===== src/verilog/idli_pkg.sv =====
// Shared widths, register numbers, opcodes and decoded control for the
// nibble-serial execute core.
package idli_pkg;

  // Words move through the datapath one slice at a time, LSB first.
  localparam int unsigned SLICE_W    = 4;
  localparam int unsigned WORD_W     = 16;
  localparam int unsigned NUM_SLICES = WORD_W / SLICE_W;
  localparam int unsigned NUM_PINS   = 4;

  typedef logic [SLICE_W-1:0]            slice_t;
  typedef logic [WORD_W-1:0]             word_t;
  typedef logic [$clog2(NUM_SLICES)-1:0] ctr_t;
  typedef logic [3:0]                    reg_t;
  typedef logic [NUM_PINS-1:0]           pins_t;
  typedef logic [$clog2(NUM_PINS)-1:0]   pin_idx_t;

  // Conditional-execution state, one bit per upcoming instruction.
  typedef logic [7:0] cond_t;

  // The top two registers are not storage. ZR always reads zero and IN
  // returns the external input nibble for the current slice.
  localparam reg_t REG_ZR = 4'd15;
  localparam reg_t REG_IN = 4'd14;

  // Opcodes live in the top nibble of every instruction.
  // Encodings 12 to 14 are unused and decode to NOP.
  typedef enum logic [3:0] {
    OP_ADD     = 4'h0,
    OP_SUB     = 4'h1,
    OP_AND     = 4'h2,
    OP_OR      = 4'h3,
    OP_XOR     = 4'h4,
    OP_CMP_EQ  = 4'h5,
    OP_CMP_LT  = 4'h6,
    OP_CMP_LTU = 4'h7,
    OP_OUT     = 4'h8,
    OP_PIN_IN  = 4'h9,
    OP_PIN_OUT = 4'hA,
    OP_COND    = 4'hB,
    OP_NOP     = 4'hF
  } op_t;

  // Register form used by the ALU, compare, OUT and pin instructions.
  typedef struct packed {
    op_t  op;
    reg_t dst;
    reg_t lhs;
    reg_t rhs;
  } instr_reg_t;

  // Condition form. The pin field shares the dst nibble of the register form.
  typedef struct packed {
    op_t        op;
    logic [3:0] pin;
    cond_t      cond;
  } instr_cond_t;

  typedef union packed {
    instr_reg_t  r;
    instr_cond_t c;
  } instr_t;

  // Flags from the ALU, only meaningful on the last slice.
  typedef struct packed {
    logic z;
    logic n;
    logic c;
    logic v;
  } alu_flags_t;

  // Decoded control held for the whole executing slot.
  typedef struct packed {
    op_t      op;
    reg_t     dst;
    reg_t     lhs;
    reg_t     rhs;
    pin_idx_t pin;
    cond_t    cond;
    logic     vld;
  } ex_ctl_t;

endpackage


===== src/verilog/idli_decode.sv =====
`timescale 1ns/100ps

// Instruction latch and decoder.
module idli_decode import idli_pkg::*; (
  input  var logic    i_ex_gck,
  input  var logic    i_ex_rst_n,

  input  var ctr_t    i_de_ctr,
  input  var instr_t  i_de_instr,
  input  var logic    i_de_instr_vld,

  output var ex_ctl_t o_de_ctl
);

  // Instruction for the slot now executing.
  instr_t instr_q;
  logic   vld_q;

  // The valid bit is control state and comes out of reset clear, so nothing
  // runs in the first slot.
  always_ff @(posedge i_ex_gck, negedge i_ex_rst_n) begin
    if (!i_ex_rst_n) begin
      vld_q <= '0;
    end else if (&i_de_ctr) begin
      vld_q <= i_de_instr_vld;
    end
  end

  // The encoding itself only matters while the valid bit is set.
  always_ff @(posedge i_ex_gck) begin
    if (&i_de_ctr) begin
      instr_q <= i_de_instr;
    end
  end

  // Both views of the union are read here. Operands come from the register
  // view, while the pin index and cond field come from the condition view.
  always_comb begin
    o_de_ctl      = '0;
    o_de_ctl.vld  = vld_q;
    o_de_ctl.op   = instr_q.r.op;
    o_de_ctl.dst  = instr_q.r.dst;
    o_de_ctl.lhs  = instr_q.r.lhs;
    o_de_ctl.rhs  = instr_q.r.rhs;
    o_de_ctl.pin  = instr_q.c.pin[$bits(pin_idx_t)-1:0];
    o_de_ctl.cond = instr_q.c.cond;

    unique case (instr_q.r.op)
      OP_ADD, OP_SUB, OP_AND, OP_OR, OP_XOR, OP_OUT: ;
      // Compares only write P, so the destination is parked on ZR.
      OP_CMP_EQ, OP_CMP_LT, OP_CMP_LTU: o_de_ctl.dst = REG_ZR;
      // Pin instructions name their register in the lhs field.
      OP_PIN_IN, OP_PIN_OUT: o_de_ctl.dst = instr_q.r.lhs;
      // COND has no register operands at all.
      OP_COND: begin
        o_de_ctl.dst = REG_ZR;
        o_de_ctl.lhs = REG_ZR;
        o_de_ctl.rhs = REG_ZR;
      end
      // Unused encodings become NOP with no writes.
      default: begin
        o_de_ctl.op  = OP_NOP;
        o_de_ctl.dst = REG_ZR;
      end
    endcase
  end

endmodule


===== src/verilog/idli_rf.sv =====
`timescale 1ns/100ps

// Register file with one slice read and written per cycle.
module idli_rf import idli_pkg::*; (
  input  var logic    i_ex_gck,

  input  var ctr_t    i_rf_ctr,
  input  var ex_ctl_t i_rf_ctl,
  input  var logic    i_rf_run,

  input  var slice_t  i_rf_in_data,
  input  var slice_t  i_rf_alu,
  input  var slice_t  i_rf_pin,

  output var slice_t  o_rf_lhs,
  output var slice_t  o_rf_rhs
);

  // Only registers below IN hold state.
  word_t  regs [REG_IN];
  slice_t in_slice;
  logic   wr_en;
  slice_t wr_data;

  // IN carries the input nibble on slice 0 only, so it reads zero-extended.
  always_comb in_slice = ~|i_rf_ctr ? i_rf_in_data : '0;

  // Slice read for each operand. ZR and IN are handled here, not stored.
  always_comb begin
    o_rf_lhs = '0;
    o_rf_rhs = '0;
    if (i_rf_ctl.lhs == REG_IN) o_rf_lhs = in_slice;
    else if (i_rf_ctl.lhs < REG_IN) o_rf_lhs = regs[i_rf_ctl.lhs][i_rf_ctr*SLICE_W +: SLICE_W];
    if (i_rf_ctl.rhs == REG_IN) o_rf_rhs = in_slice;
    else if (i_rf_ctl.rhs < REG_IN) o_rf_rhs = regs[i_rf_ctl.rhs][i_rf_ctr*SLICE_W +: SLICE_W];
  end

  // ALU opcodes write the ALU slice and PIN_IN writes the pin slice.
  // Writes to ZR and IN are dropped.
  always_comb begin
    wr_en   = i_rf_run && i_rf_ctl.dst < REG_IN
           && i_rf_ctl.op inside {OP_ADD, OP_SUB, OP_AND, OP_OR, OP_XOR, OP_PIN_IN};
    wr_data = i_rf_ctl.op == OP_PIN_IN ? i_rf_pin : i_rf_alu;
  end

  // One slice lands per cycle, in step with the ALU output.
  always_ff @(posedge i_ex_gck) begin
    if (wr_en) begin
      regs[i_rf_ctl.dst][i_rf_ctr*SLICE_W +: SLICE_W] <= wr_data;
    end
  end

endmodule


===== src/verilog/idli_alu.sv =====
`timescale 1ns/100ps

// Serial ALU working on one slice per cycle.
module idli_alu import idli_pkg::*; (
  input  var logic       i_ex_gck,

  input  var ctr_t       i_alu_ctr,
  input  var ex_ctl_t    i_alu_ctl,
  input  var logic       i_alu_run,

  input  var slice_t     i_alu_lhs,
  input  var slice_t     i_alu_rhs,

  output var slice_t     o_alu_out,
  output var logic       o_alu_out_vld,
  output var alu_flags_t o_alu_flags
);

  // Subtraction and all compares use the inverted rhs path.
  logic            sub;
  slice_t          rhs_x;
  logic            cin;
  logic [SLICE_W:0] sum;
  logic            carry_q;
  logic            z_acc;
  logic            z_q;

  // Carry into slice 0 comes from the opcode, then from the previous slice.
  always_comb begin
    sub   = i_alu_ctl.op inside {OP_SUB, OP_CMP_EQ, OP_CMP_LT, OP_CMP_LTU};
    rhs_x = sub ? ~i_alu_rhs : i_alu_rhs;
    cin   = ~|i_alu_ctr ? sub : carry_q;
    sum   = {1'b0, i_alu_lhs} + {1'b0, rhs_x} + {{SLICE_W{1'b0}}, cin};
  end

  // Zero is built up over the word, restarting on slice 0.
  always_comb z_acc = (~|i_alu_ctr || z_q) && ~|sum[SLICE_W-1:0];

  // Carry and zero move from slice to slice, so no reset is needed.
  always_ff @(posedge i_ex_gck) begin
    carry_q <= sum[SLICE_W];
    z_q     <= z_acc;
  end

  // Result slice. OUT streams the ADD of its two operands.
  always_comb begin
    unique case (i_alu_ctl.op)
      OP_AND:  o_alu_out = i_alu_lhs & i_alu_rhs;
      OP_OR:   o_alu_out = i_alu_lhs | i_alu_rhs;
      OP_XOR:  o_alu_out = i_alu_lhs ^ i_alu_rhs;
      default: o_alu_out = sum[SLICE_W-1:0];
    endcase
  end

  // Flags are read by the predicate logic on the last slice only.
  // Overflow is set when both inputs share a sign that the sum lacks.
  always_comb begin
    o_alu_flags.z = z_acc;
    o_alu_flags.n = sum[SLICE_W-1];
    o_alu_flags.c = sum[SLICE_W];
    o_alu_flags.v = (i_alu_lhs[SLICE_W-1] == rhs_x[SLICE_W-1])
                 && (sum[SLICE_W-1] != i_alu_lhs[SLICE_W-1]);
  end

  // The port strobe covers all four slices of an executed OUT.
  always_comb o_alu_out_vld = i_alu_run && i_alu_ctl.op == OP_OUT;

endmodule


===== src/verilog/idli_pred.sv =====
`timescale 1ns/100ps

// Predicate flag, conditional-execution state and the skip decision.
module idli_pred import idli_pkg::*; (
  input  var logic       i_ex_gck,
  input  var logic       i_ex_rst_n,

  input  var ctr_t       i_pr_ctr,
  input  var ex_ctl_t    i_pr_ctl,
  input  var alu_flags_t i_pr_flags,

  output var logic       o_pr_run,
  output var logic       o_pr_pred
);

  logic  pred_q;
  logic  pred_d;
  cond_t cond_q;
  logic  skip;

  // The state only counts as active while some bit above the LSB is set.
  // An active state runs the instruction only when P matches bit 0.
  always_comb begin
    skip     = |cond_q[7:1] && (pred_q != cond_q[0]);
    o_pr_run = i_pr_ctl.vld && !skip;
  end

  // New value of P from the compare flags of the last slice.
  always_comb begin
    unique case (i_pr_ctl.op)
      OP_CMP_EQ:  pred_d = i_pr_flags.z;
      OP_CMP_LT:  pred_d = i_pr_flags.n != i_pr_flags.v;
      OP_CMP_LTU: pred_d = !i_pr_flags.c;
      default:    pred_d = pred_q;
    endcase
  end

  // P is written at the end of the slot by an executed compare.
  always_ff @(posedge i_ex_gck, negedge i_ex_rst_n) begin
    if (!i_ex_rst_n) begin
      pred_q <= '0;
    end else if (&i_pr_ctr && o_pr_run) begin
      pred_q <= pred_d;
    end
  end

  // An executed COND loads a fresh state. Every other valid instruction,
  // run or skipped, consumes one bit of it.
  always_ff @(posedge i_ex_gck, negedge i_ex_rst_n) begin
    if (!i_ex_rst_n) begin
      cond_q <= '0;
    end else if (&i_pr_ctr && i_pr_ctl.vld) begin
      if (o_pr_run && i_pr_ctl.op == OP_COND) begin
        cond_q <= i_pr_ctl.cond;
      end else begin
        cond_q <= {1'b0, cond_q[7:1]};
      end
    end
  end

  always_comb o_pr_pred = pred_q;

endmodule


===== src/verilog/idli_pins.sv =====
`timescale 1ns/100ps

// IO pins. Inputs are sampled every cycle and outputs are held in a register.
module idli_pins import idli_pkg::*; (
  input  var logic    i_ex_gck,
  input  var logic    i_ex_rst_n,

  input  var ctr_t    i_pn_ctr,
  input  var ex_ctl_t i_pn_ctl,
  input  var logic    i_pn_run,
  input  var logic    i_pn_lhs_bit,

  input  var pins_t   i_pn_io_pins,
  output var slice_t  o_pn_slice,
  output var pins_t   o_pn_io_pins
);

  pins_t in_pins_q;
  pins_t out_pins_q;

  // Plain sample of the external pins.
  always_ff @(posedge i_ex_gck) begin
    in_pins_q <= i_pn_io_pins;
  end

  // PIN_IN writes the pin value zero-extended, so only slice 0 carries it.
  always_comb o_pn_slice = ~|i_pn_ctr ? slice_t'(in_pins_q[i_pn_ctl.pin]) : '0;

  // PIN_OUT takes bit 0 of its register, which is present on slice 0.
  always_ff @(posedge i_ex_gck, negedge i_ex_rst_n) begin
    if (!i_ex_rst_n) begin
      out_pins_q <= '0;
    end else if (i_pn_run && ~|i_pn_ctr && i_pn_ctl.op == OP_PIN_OUT) begin
      out_pins_q[i_pn_ctl.pin] <= i_pn_lhs_bit;
    end
  end

  always_comb o_pn_io_pins = out_pins_q;

endmodule


===== src/verilog/idli_ex.sv =====
`timescale 1ns/100ps

// Execute core top. Holds the slice counter and connects the units.
module idli_ex import idli_pkg::*; (
  input  var logic   i_ex_gck,
  input  var logic   i_ex_rst_n,

  // Instruction stream, sampled at the end of each slot.
  input  var instr_t i_ex_instr,
  input  var logic   i_ex_instr_vld,

  // Input nibble read through register IN.
  input  var slice_t i_ex_in_data,

  // Output port, one slice per cycle.
  output var slice_t o_ex_out_data,
  output var logic   o_ex_out_vld,

  // IO pins and predicate flag.
  input  var pins_t  i_ex_io_pins,
  output var pins_t  o_ex_io_pins,
  output var logic   o_ex_pred
);

  // Slice counter shared by every unit. Zero is slice 0 of a slot.
  ctr_t ctr_q;

  ex_ctl_t    ctl;
  logic       run;
  slice_t     lhs;
  slice_t     rhs;
  slice_t     alu_out;
  alu_flags_t flags;
  slice_t     pin_slice;

  always_ff @(posedge i_ex_gck, negedge i_ex_rst_n) begin
    if (!i_ex_rst_n) begin
      ctr_q <= '0;
    end else begin
      ctr_q <= ctr_q + 1'b1;
    end
  end

  idli_decode decode_u (
    .i_ex_gck       (i_ex_gck),
    .i_ex_rst_n     (i_ex_rst_n),
    .i_de_ctr       (ctr_q),
    .i_de_instr     (i_ex_instr),
    .i_de_instr_vld (i_ex_instr_vld),
    .o_de_ctl       (ctl)
  );

  idli_rf rf_u (
    .i_ex_gck     (i_ex_gck),
    .i_rf_ctr     (ctr_q),
    .i_rf_ctl     (ctl),
    .i_rf_run     (run),
    .i_rf_in_data (i_ex_in_data),
    .i_rf_alu     (alu_out),
    .i_rf_pin     (pin_slice),
    .o_rf_lhs     (lhs),
    .o_rf_rhs     (rhs)
  );

  idli_alu alu_u (
    .i_ex_gck      (i_ex_gck),
    .i_alu_ctr     (ctr_q),
    .i_alu_ctl     (ctl),
    .i_alu_run     (run),
    .i_alu_lhs     (lhs),
    .i_alu_rhs     (rhs),
    .o_alu_out     (alu_out),
    .o_alu_out_vld (o_ex_out_vld),
    .o_alu_flags   (flags)
  );

  // The predicate unit decides whether the decoded instruction runs.
  idli_pred pred_u (
    .i_ex_gck   (i_ex_gck),
    .i_ex_rst_n (i_ex_rst_n),
    .i_pr_ctr   (ctr_q),
    .i_pr_ctl   (ctl),
    .i_pr_flags (flags),
    .o_pr_run   (run),
    .o_pr_pred  (o_ex_pred)
  );

  idli_pins pins_u (
    .i_ex_gck     (i_ex_gck),
    .i_ex_rst_n   (i_ex_rst_n),
    .i_pn_ctr     (ctr_q),
    .i_pn_ctl     (ctl),
    .i_pn_run     (run),
    .i_pn_lhs_bit (lhs[0]),
    .i_pn_io_pins (i_ex_io_pins),
    .o_pn_slice   (pin_slice),
    .o_pn_io_pins (o_ex_io_pins)
  );

  // Result slices go straight to the port. The strobe marks valid ones.
  always_comb o_ex_out_data = alu_out;

endmodule


===== config.mk =====
export PLATFORM = sky130hd
export DESIGN_NAME = idli_ex
export DESIGN_NICKNAME = d
export VERILOG_FILES = /design/src/verilog/idli_pkg.sv /design/src/verilog/idli_decode.sv /design/src/verilog/idli_rf.sv /design/src/verilog/idli_alu.sv /design/src/verilog/idli_pred.sv /design/src/verilog/idli_pins.sv /design/src/verilog/idli_ex.sv
export SDC_FILE = /design/constraint.sdc
export NUM_CORES = 1
export LEC_CHECK = 0
export BUFFER_PORTS_ARGS = -buffer_cell sky130_fd_sc_hd__buf_2
export CORE_MARGIN = 4
export CORE_UTILIZATION = 64
export CTS_CLUSTER_DIAMETER = 120
export DETAILED_ROUTE_END_ITERATION = 16
export HOLD_SLACK_MARGIN = 0.06
export PLACE_DENSITY = 0.81
export SLEW_MARGIN = 5
export SYNTH_ARGS = -nofsm -noshare
export SYNTH_HDL_FRONTEND = slang
export SYNTH_SLANG_ARGS = --single-unit

===== constraint.sdc =====
create_clock -name i_ex_gck -period 9.1 [get_ports i_ex_gck]
set_clock_uncertainty 0.2 [all_clocks]
set_input_delay 1.82 -clock i_ex_gck [delete_from_list [all_inputs] [get_ports i_ex_gck]]
set_output_delay 1.82 -clock i_ex_gck [all_outputs]
set_load 0.005 [all_outputs]

# == Word-level counts from Yosys, hierarchy flattened ==
# Memory sizes are Yosys's and may differ from the RTL's.
# Cells that the tools add are included.
# totals
wordCells,108
out_inout_bits,10
ram_bits,224
n_memories,1
input_bits,27
regBits,38
# op_classes
bitwise,4
shift,4
magnitude_cmp,5
n_mux,22
n_eq_ne,28
n_reduce_logical,31
n_addsub,4
# mem_list
name,words,word_bits,rd,rd_ports_with_merged_regs,write_ports,line_no,rtl
rf_u.regs,14,16,2,0,1,idli_rf.sv:20,word_t regs [REG_IN];
# ops
operator,count
$eq A4 B4 Y1 const B,10
$neg A4 Y34,1
$shift A4 B34 Y16 const A,1
$shiftx A4 B34 Y16,1
$eq A4 B3 Y1 const B,8
$mux W4,8
$shiftx A16 B5 Y4,2
$eq A4 B2 Y1 const B,4
$mux W16,1
$mux W8,2
$logic_and A1 B1 Y1,13
$lt A4 B4 Y1 const B,3
$pmux W4 S3,1
$reduce_or A12 Y1,1
$eq A4 B1 Y1 const B,2
$logic_not A4 Y1,2
$pmux W4 S2,1
$reduce_or A7 Y1,1
$reduce_bool A6 Y1,1
$reduce_or A6 Y1,1
$add A4 B4 Y5,1
$add A5 B1 Y5,1
$mux W1,5
$and A4 B4 Y4,1
other kinds (19),26

# == Depth between registers and ports, before layout ==
# An unclocked memory read counts as a cell.
# logic_depth
word_depth,14
ltp_mapped,23
ltp_nobuf,20

# == By module ==
# A second synthesis with hierarchy kept.
# hier_totals
cells_unflattened,962
area_unflattened_um2,13833.3
# modules_own_cells
module,seq_area_each_um2,cells_each,area_per_inst_um2,n_inst
idli_rf,6726.5,725,11344.6,1
idli_decode,505.5,69,860.8,1
idli_alu,40.0,74,630.6,1
idli_pred,225.2,64,599.3,1
idli_pins,180.2,26,335.3,1
idli_ex,50.0,4,62.6,1

# == Worst setup path after synthesis ==
# Ideal clock, no wire load.
# synth_path
path_type,input port to output port
startpoint,input port i_ex_in_data[0]
endpoint,output port o_ex_out_data[1]
t_required_ns,7.080
path_slack_ns,2.628
arrival_time_ns,4.452
stages,13
path_cell_list,nand2_1 -> or4_1 -> o211ai_1 -> a21oi_1 -> a32oi_1 -> a21o_1 -> inv_2 -> xnor2_1 -> fa_1 -> inv_1 -> fa_1 -> a221oi_1 -> inv_1
# synth_via
elab_chain_cells,7
# synth_rtl
element,line_no,rtl
"start, declared",idli_ex.sv:13,"input var slice_t i_ex_in_data,"
$mux W4 *,idli_rf.sv:26,always_comb in_slice = ~|i_rf_ctr ? i_rf_in_data : '0;
$mux W4,idli_rf.sv:34,if (i_rf_ctl.rhs == REG_IN) o_rf_rhs = in_slice;
$not A4 Y4,idli_alu.sv:31,rhs_x = sub ? ~i_alu_rhs : i_alu_rhs;
$mux W4,idli_alu.sv:31,
$add A4 B4 Y5 *,idli_alu.sv:33,"sum = {1'b0, i_alu_lhs} + {1'b0, rhs_x} + {{SLICE_W{1'b0}}, cin};"
$add A5 B1 Y5 *,idli_alu.sv:33,
$pmux W4 S3 *,idli_alu.sv:47,unique case (i_alu_ctl.op)
"end, declared",idli_ex.sv:16,"output var slice_t o_ex_out_data,"
# Every way passes the cells marked *; elsewhere a longest branch is shown, timed or not.

# == Worst setup path after layout ==
# layout_path
startpoint,register decode_u.instr_q[14] (netlist bit)
endpoint,output port o_ex_out_data[1]
# layout_via
elab_chain_cells,11
# layout_rtl
element,line_no,rtl
"start, declared",idli_decode.sv:16,instr_t instr_q;
"start signal, assigned",idli_decode.sv:32,instr_q <= i_de_instr;
$eq A4 B4 Y1,idli_decode.sv:48,unique case (instr_q.r.op)
$mux W8,idli_decode.sv:48,
$mem_v2 Z14 W16,-,
$shiftx A16 B5 Y4,idli_rf.sv:35,else if (i_rf_ctl.rhs < REG_IN) o_rf_rhs = regs[i_rf_ctl.rhs][i_rf_ctr*SLICE_W +: SLICE_W];
$mux W4,idli_rf.sv:35,
$mux W4,idli_rf.sv:34,
$not A4 Y4,idli_alu.sv:31,
$mux W4,idli_alu.sv:31,
$add A4 B4 Y5,idli_alu.sv:33,
$add A5 B1 Y5,idli_alu.sv:33,
$pmux W4 S3 *,idli_alu.sv:47,
# Marks and branches as above.

==> run_results.csv <==
group,metric,value,unit
run_status,status,"complete, no violations",
setup_path,start_kind,"flip-flop",
setup_path,worstPathArrival,5.99,ns
clock_tree,path_clk_slew,0.06,ns
sta,worstMarginPinSlew,1.30,ns
sta,final.setup.tns,0,ns
detailed_routing,routed_wl,49600,µm
synthesis,synthFlopType,"edfxtp_1",
global_routing,first_global_vias,11400,
hold_path,holdPathEnd,"pins_u.o_pn_io_pins[2]$_DFFE_PN0P_",
global_routing,grt.met2_usage,56.4,%
setup_path,cp.buffers_inverters,5,
setup_path,worstPathCellList,"and4b_2 > nor2_2 > buf_4 > mux2_2 > o21ai_0 > a32oi_1 > a21o_1 > inv_2 > xnor2_1 > fa_1 > inv_1 > fa_1 > a221oi_1 > inv_1 > buf_2",
global_routing,use_met1,54.8,%
layout,diodes,0,
clock_tree,numCtsBuffers,27,
sta,fmax,0.125,GHz
sta,hold_viol_final,0,
clock_tree,clock-root-buffer,"clkbuf_16",
synthesis,synth_cell_types,80,
place,port_buffers,36,
hold_path,holdPathStages,2,
clock_tree,h-tree-depth,1,
floorplan,die_w,158,µm
global_routing,grt_usage,39.3,%
clock_tree,clock_latency,0.58,ns
global_routing,grtUsageMet3,10.7,%
clock_tree,cts_buffer_depth,3,
setup_path,reg2reg_slack,2.57,ns
detailed_routing,drc,0,
layout,fin_nets,1336,
clock_tree,post_cts_buffers,0,
sta,slew_violations,0,
floorplan,fp-row-count,54,
synthesis,ys_ff_latch,262,
sta,period_share,88.0,%
sta,setup_viol_count_final,0,
layout,n_fill_cell,1580,
place,post_dp_cell_area,0.0147,mm²
detailed_routing,dr.pass1.iters,7,
place,placedCellCount,1541,
synthesis,synth_edf_count,240,
hold_path,min_from,"pins_u.o_pn_io_pins[2]$_DFFE_PN0P_",
setup_path,r2r.worst_path.cells,13,
clock_tree,ctsResizeCount,0,
setup_path,crit_slowest_cell,"edfxtp_1",
setup_path,timing.rr.start,"decode_u.instr_q[14]$_DFFE_PP_",
setup_path,critPathMaxFanout,25,
power_and_ir_drop,powerDensity,160,mW/mm²
synthesis,yosysSeqAreaShare,53.5,%
detailed_routing,wire_per_inst,31.2,µm
power_and_ir_drop,irDropWorstVdd,0.173,mV
hold_path,hold_path.class,"flip-flop to flip-flop",
floorplan,initial_core_util,65.5,%
layout,area_growth,8.27,%
layout,fin_area,0.0156,mm²
global_routing,grt_busiest_layer,"met2",
global_routing,grt_pass1_wl,72600,µm
global_routing,grt_start_max_net_pins,57,
clock_tree,clock-sinks,262,
detailed_routing,viasPerCell,7.66,
detailed_routing,drt_iter0_drc,2317,
detailed_routing,vias,12200,
floorplan,ioPinCount,37,
clock_tree,cts_hold_buf,0,
global_routing,overflow,0,
power_and_ir_drop,power_leakage,5.37,nW
place,dp_hpwl,32800,µm
setup_path,r2r_end,"rf_u.regs[13][15]$_DFFE_PP_",
sta,slew-limit-headroom,12.8,%
place,gp_congestion,1.04,
synthesis,synth_nets,1338,
layout,fin_cells,1591,
synthesis,netlist_instances,1292,
floorplan,die_y,158,µm
setup_path,timing.critical_path.slowest_cell_delay,0.73,ns
floorplan,core_area,0.0220,mm²
sta,finalCriticalPeriod,8.01,ns
global_routing,antenna_found_initial,1,
synthesis,postSynthAreaPerCell,11.2,µm²
flow_run,cap_violations,0,
setup_path,crit_type,"flip-flop to primary output",
synthesis,yosysWarnings,0,
synthesis,syn_area,0.0144,mm²
clock_tree,cts_tree,"yes",
sta,rsz0062_at_grt,"false",
setup_path,critical_path.top_delay_family,"compound AO/OA/AOI/OAI gates",
floorplan,die_area,0.0250,mm²
setup_path,crit_path_end_kind,"primary output",
layout,layout-drive-gt1-share,14.0,%
synthesis,synth-async-reset-ratio,6.11,%
power_and_ir_drop,finalPower,2.50,mW
detailed_routing,postRouteAntennaNets,0,
setup_path,cp.required,7.08,ns
-- report_power, final --
| part | switching [mW] | leakage [nW] | internal (mW) |
|---|---|---|---|
| clock network | 0.485 | 0.444 | 0.660 |
| logic | 0.0289 | 2.47 | 0.0158 |
| registers | 0.00386 | 2.45 | 1.31 |
| total | 0.518 | 5.37 | 1.99 |
-- area by class of cell --
cell class	count	area, µm²	area share [%]
Inverter	30	113	0.721
Multi-Input combinational cell	902	6120	39.2
Timing Repair Buffer	67	413	2.64
Clock inverter	20	214	1.37
Sequential cell	262	7730	49.5
Clock buffer	30	687	4.40
Tap cell	280	350	2.24
-- stage by stage --
step                      hold slack (ns)  util (%)  setup WS [ns]
after detailed placement            0.302      66.8           1.91
after global routing                0.344      70.9          0.957
final                               0.312      70.9           1.09
after floorplan                     0.270         -           2.63
after global placement              0.280      66.8           2.01
after CTS                           0.315      70.9           1.31
-- worst max-delay path by stage --
stage / start / to / slack [ns] / cells past startpoint
after floorplan: i_ex_in_data[0] / o_ex_out_data[1] / 2.63 / 13
after global placement: decode_u.instr_q[14]$_DFFE_PP_ / o_ex_out_data[1] / 2.01 / 15
after detailed placement: decode_u.instr_q[14]$_DFFE_PP_ / o_ex_out_data[1] / 1.91 / 15
after CTS: decode_u.instr_q[14]$_DFFE_PP_ / o_ex_out_data[1] / 1.31 / 15
after global routing: decode_u.instr_q[14]$_DFFE_PP_ / o_ex_out_data[3] / 0.96 / 14
final: decode_u.instr_q[14]$_DFFE_PP_ / o_ex_out_data[1] / 1.09 / 15
-- cell usage after synthesis (all sizes together) (5+ instances only) --
master | instances | area share [%]
o22ai | 14 | 0.61
o32ai | 5 | 0.30
dfrtp | 16 | 2.8
mux4 | 10 | 1.6
a2bb2oi | 5 | 0.30
nor2b | 37 | 1.6
clkbuf | 45 | 1.2
mux2i | 61 | 4.2
a2111oi | 11 | 1.1
nand4 | 6 | 0.26
o31ai | 6 | 0.31
a22oi | 12 | 0.62
and3 | 8 | 0.35
nand3b | 5 | 0.26
o21ai | 93 | 3.3
inv | 25 | 0.65
nand2b | 8 | 0.35
a211oi | 29 | 1.5
a31oi | 28 | 1.3
clkinv | 5 | 0.13
a311oi | 8 | 0.49
a211o | 8 | 0.49
nand3 | 47 | 1.6
nor2 | 105 | 2.9
or3 | 6 | 0.26
a21boi | 10 | 0.52
o221ai | 6 | 0.36
a21oi | 79 | 2.8
buf | 53 | 2.2
ha | 17 | 1.5
mux2 | 44 | 3.4
nor3 | 20 | 0.69
o2111ai | 9 | 0.55
dfxtp | 6 | 0.83
a221oi | 7 | 0.42
o211ai | 26 | 1.4
edfxtp | 240 | 50
nand2 | 96 | 2.5
nor4 | 7 | 0.30
and2 | 12 | 0.52
-- tightest hold or removal path, stage by stage (launching register included) --
cell and delay (ns):
dfrtp_1 0.34, o21ai_0 0.08, o31ai_1 0.06
-- registers in the layout, indices dropped and copies added (netlist names) --
name	count
pins_u.in_pins_q	4
alu_u.carry_q	1
ctr_q	2
pred_u.o_pr_pred	1
pins_u.o_pn_io_pins	4
decode_u.vld_q	1
alu_u.z_q	1
decode_u.instr_q	16
rf_u.regs	224
pred_u.cond_q	8
-- cells in the final DEF (no fill, tap or decap), drive strengths merged, types with 11 or more instances in the layout --
| cell | count |
|---|---|
| a2111oi | 11 |
| a211oi | 29 |
| a21oi | 79 |
| a22oi | 12 |
| a31oi | 28 |
| and2 | 12 |
| buf | 67 |
| clkbuf | 30 |
| clkinv | 18 |
| dfrtp | 16 |
| edfxtp | 240 |
| ha | 17 |
| inv | 27 |
| mux2 | 44 |
| mux2i | 61 |
| nand2 | 96 |
| nand3 | 47 |
| nor2 | 105 |
| nor2b | 37 |
| nor3 | 20 |
| o211ai | 26 |
| o21ai | 93 |
| o22ai | 14 |
-- cells by family (layout without fill, tap and decap cells) --
kind of cell	count (synthesis)	count (layout)	synth area share, %
adders and majority gates	19	19	1.75
muxes	115	115	9.22
buffers and inverters	128	147	4.16
DFF	262	262	53.5
AOI/OAI and AO/OA	393	393	18.7
and+or+nand+nor	370	370	12.3
xor gates and xnor gates	5	5	0.303
-- layer usage --
metal / wire length (µm) / up-vias / part of all wire, %
met5: 0 / - / 0
met4: 3490 / 0 / 7.0
met3: 7540 / 246 / 15
met2: 20700 / 1150 / 42
met1: 17900 / 5808 / 36
li1: - / 4990 / -
Note: power is estimated with default switching activity, not from simulation.
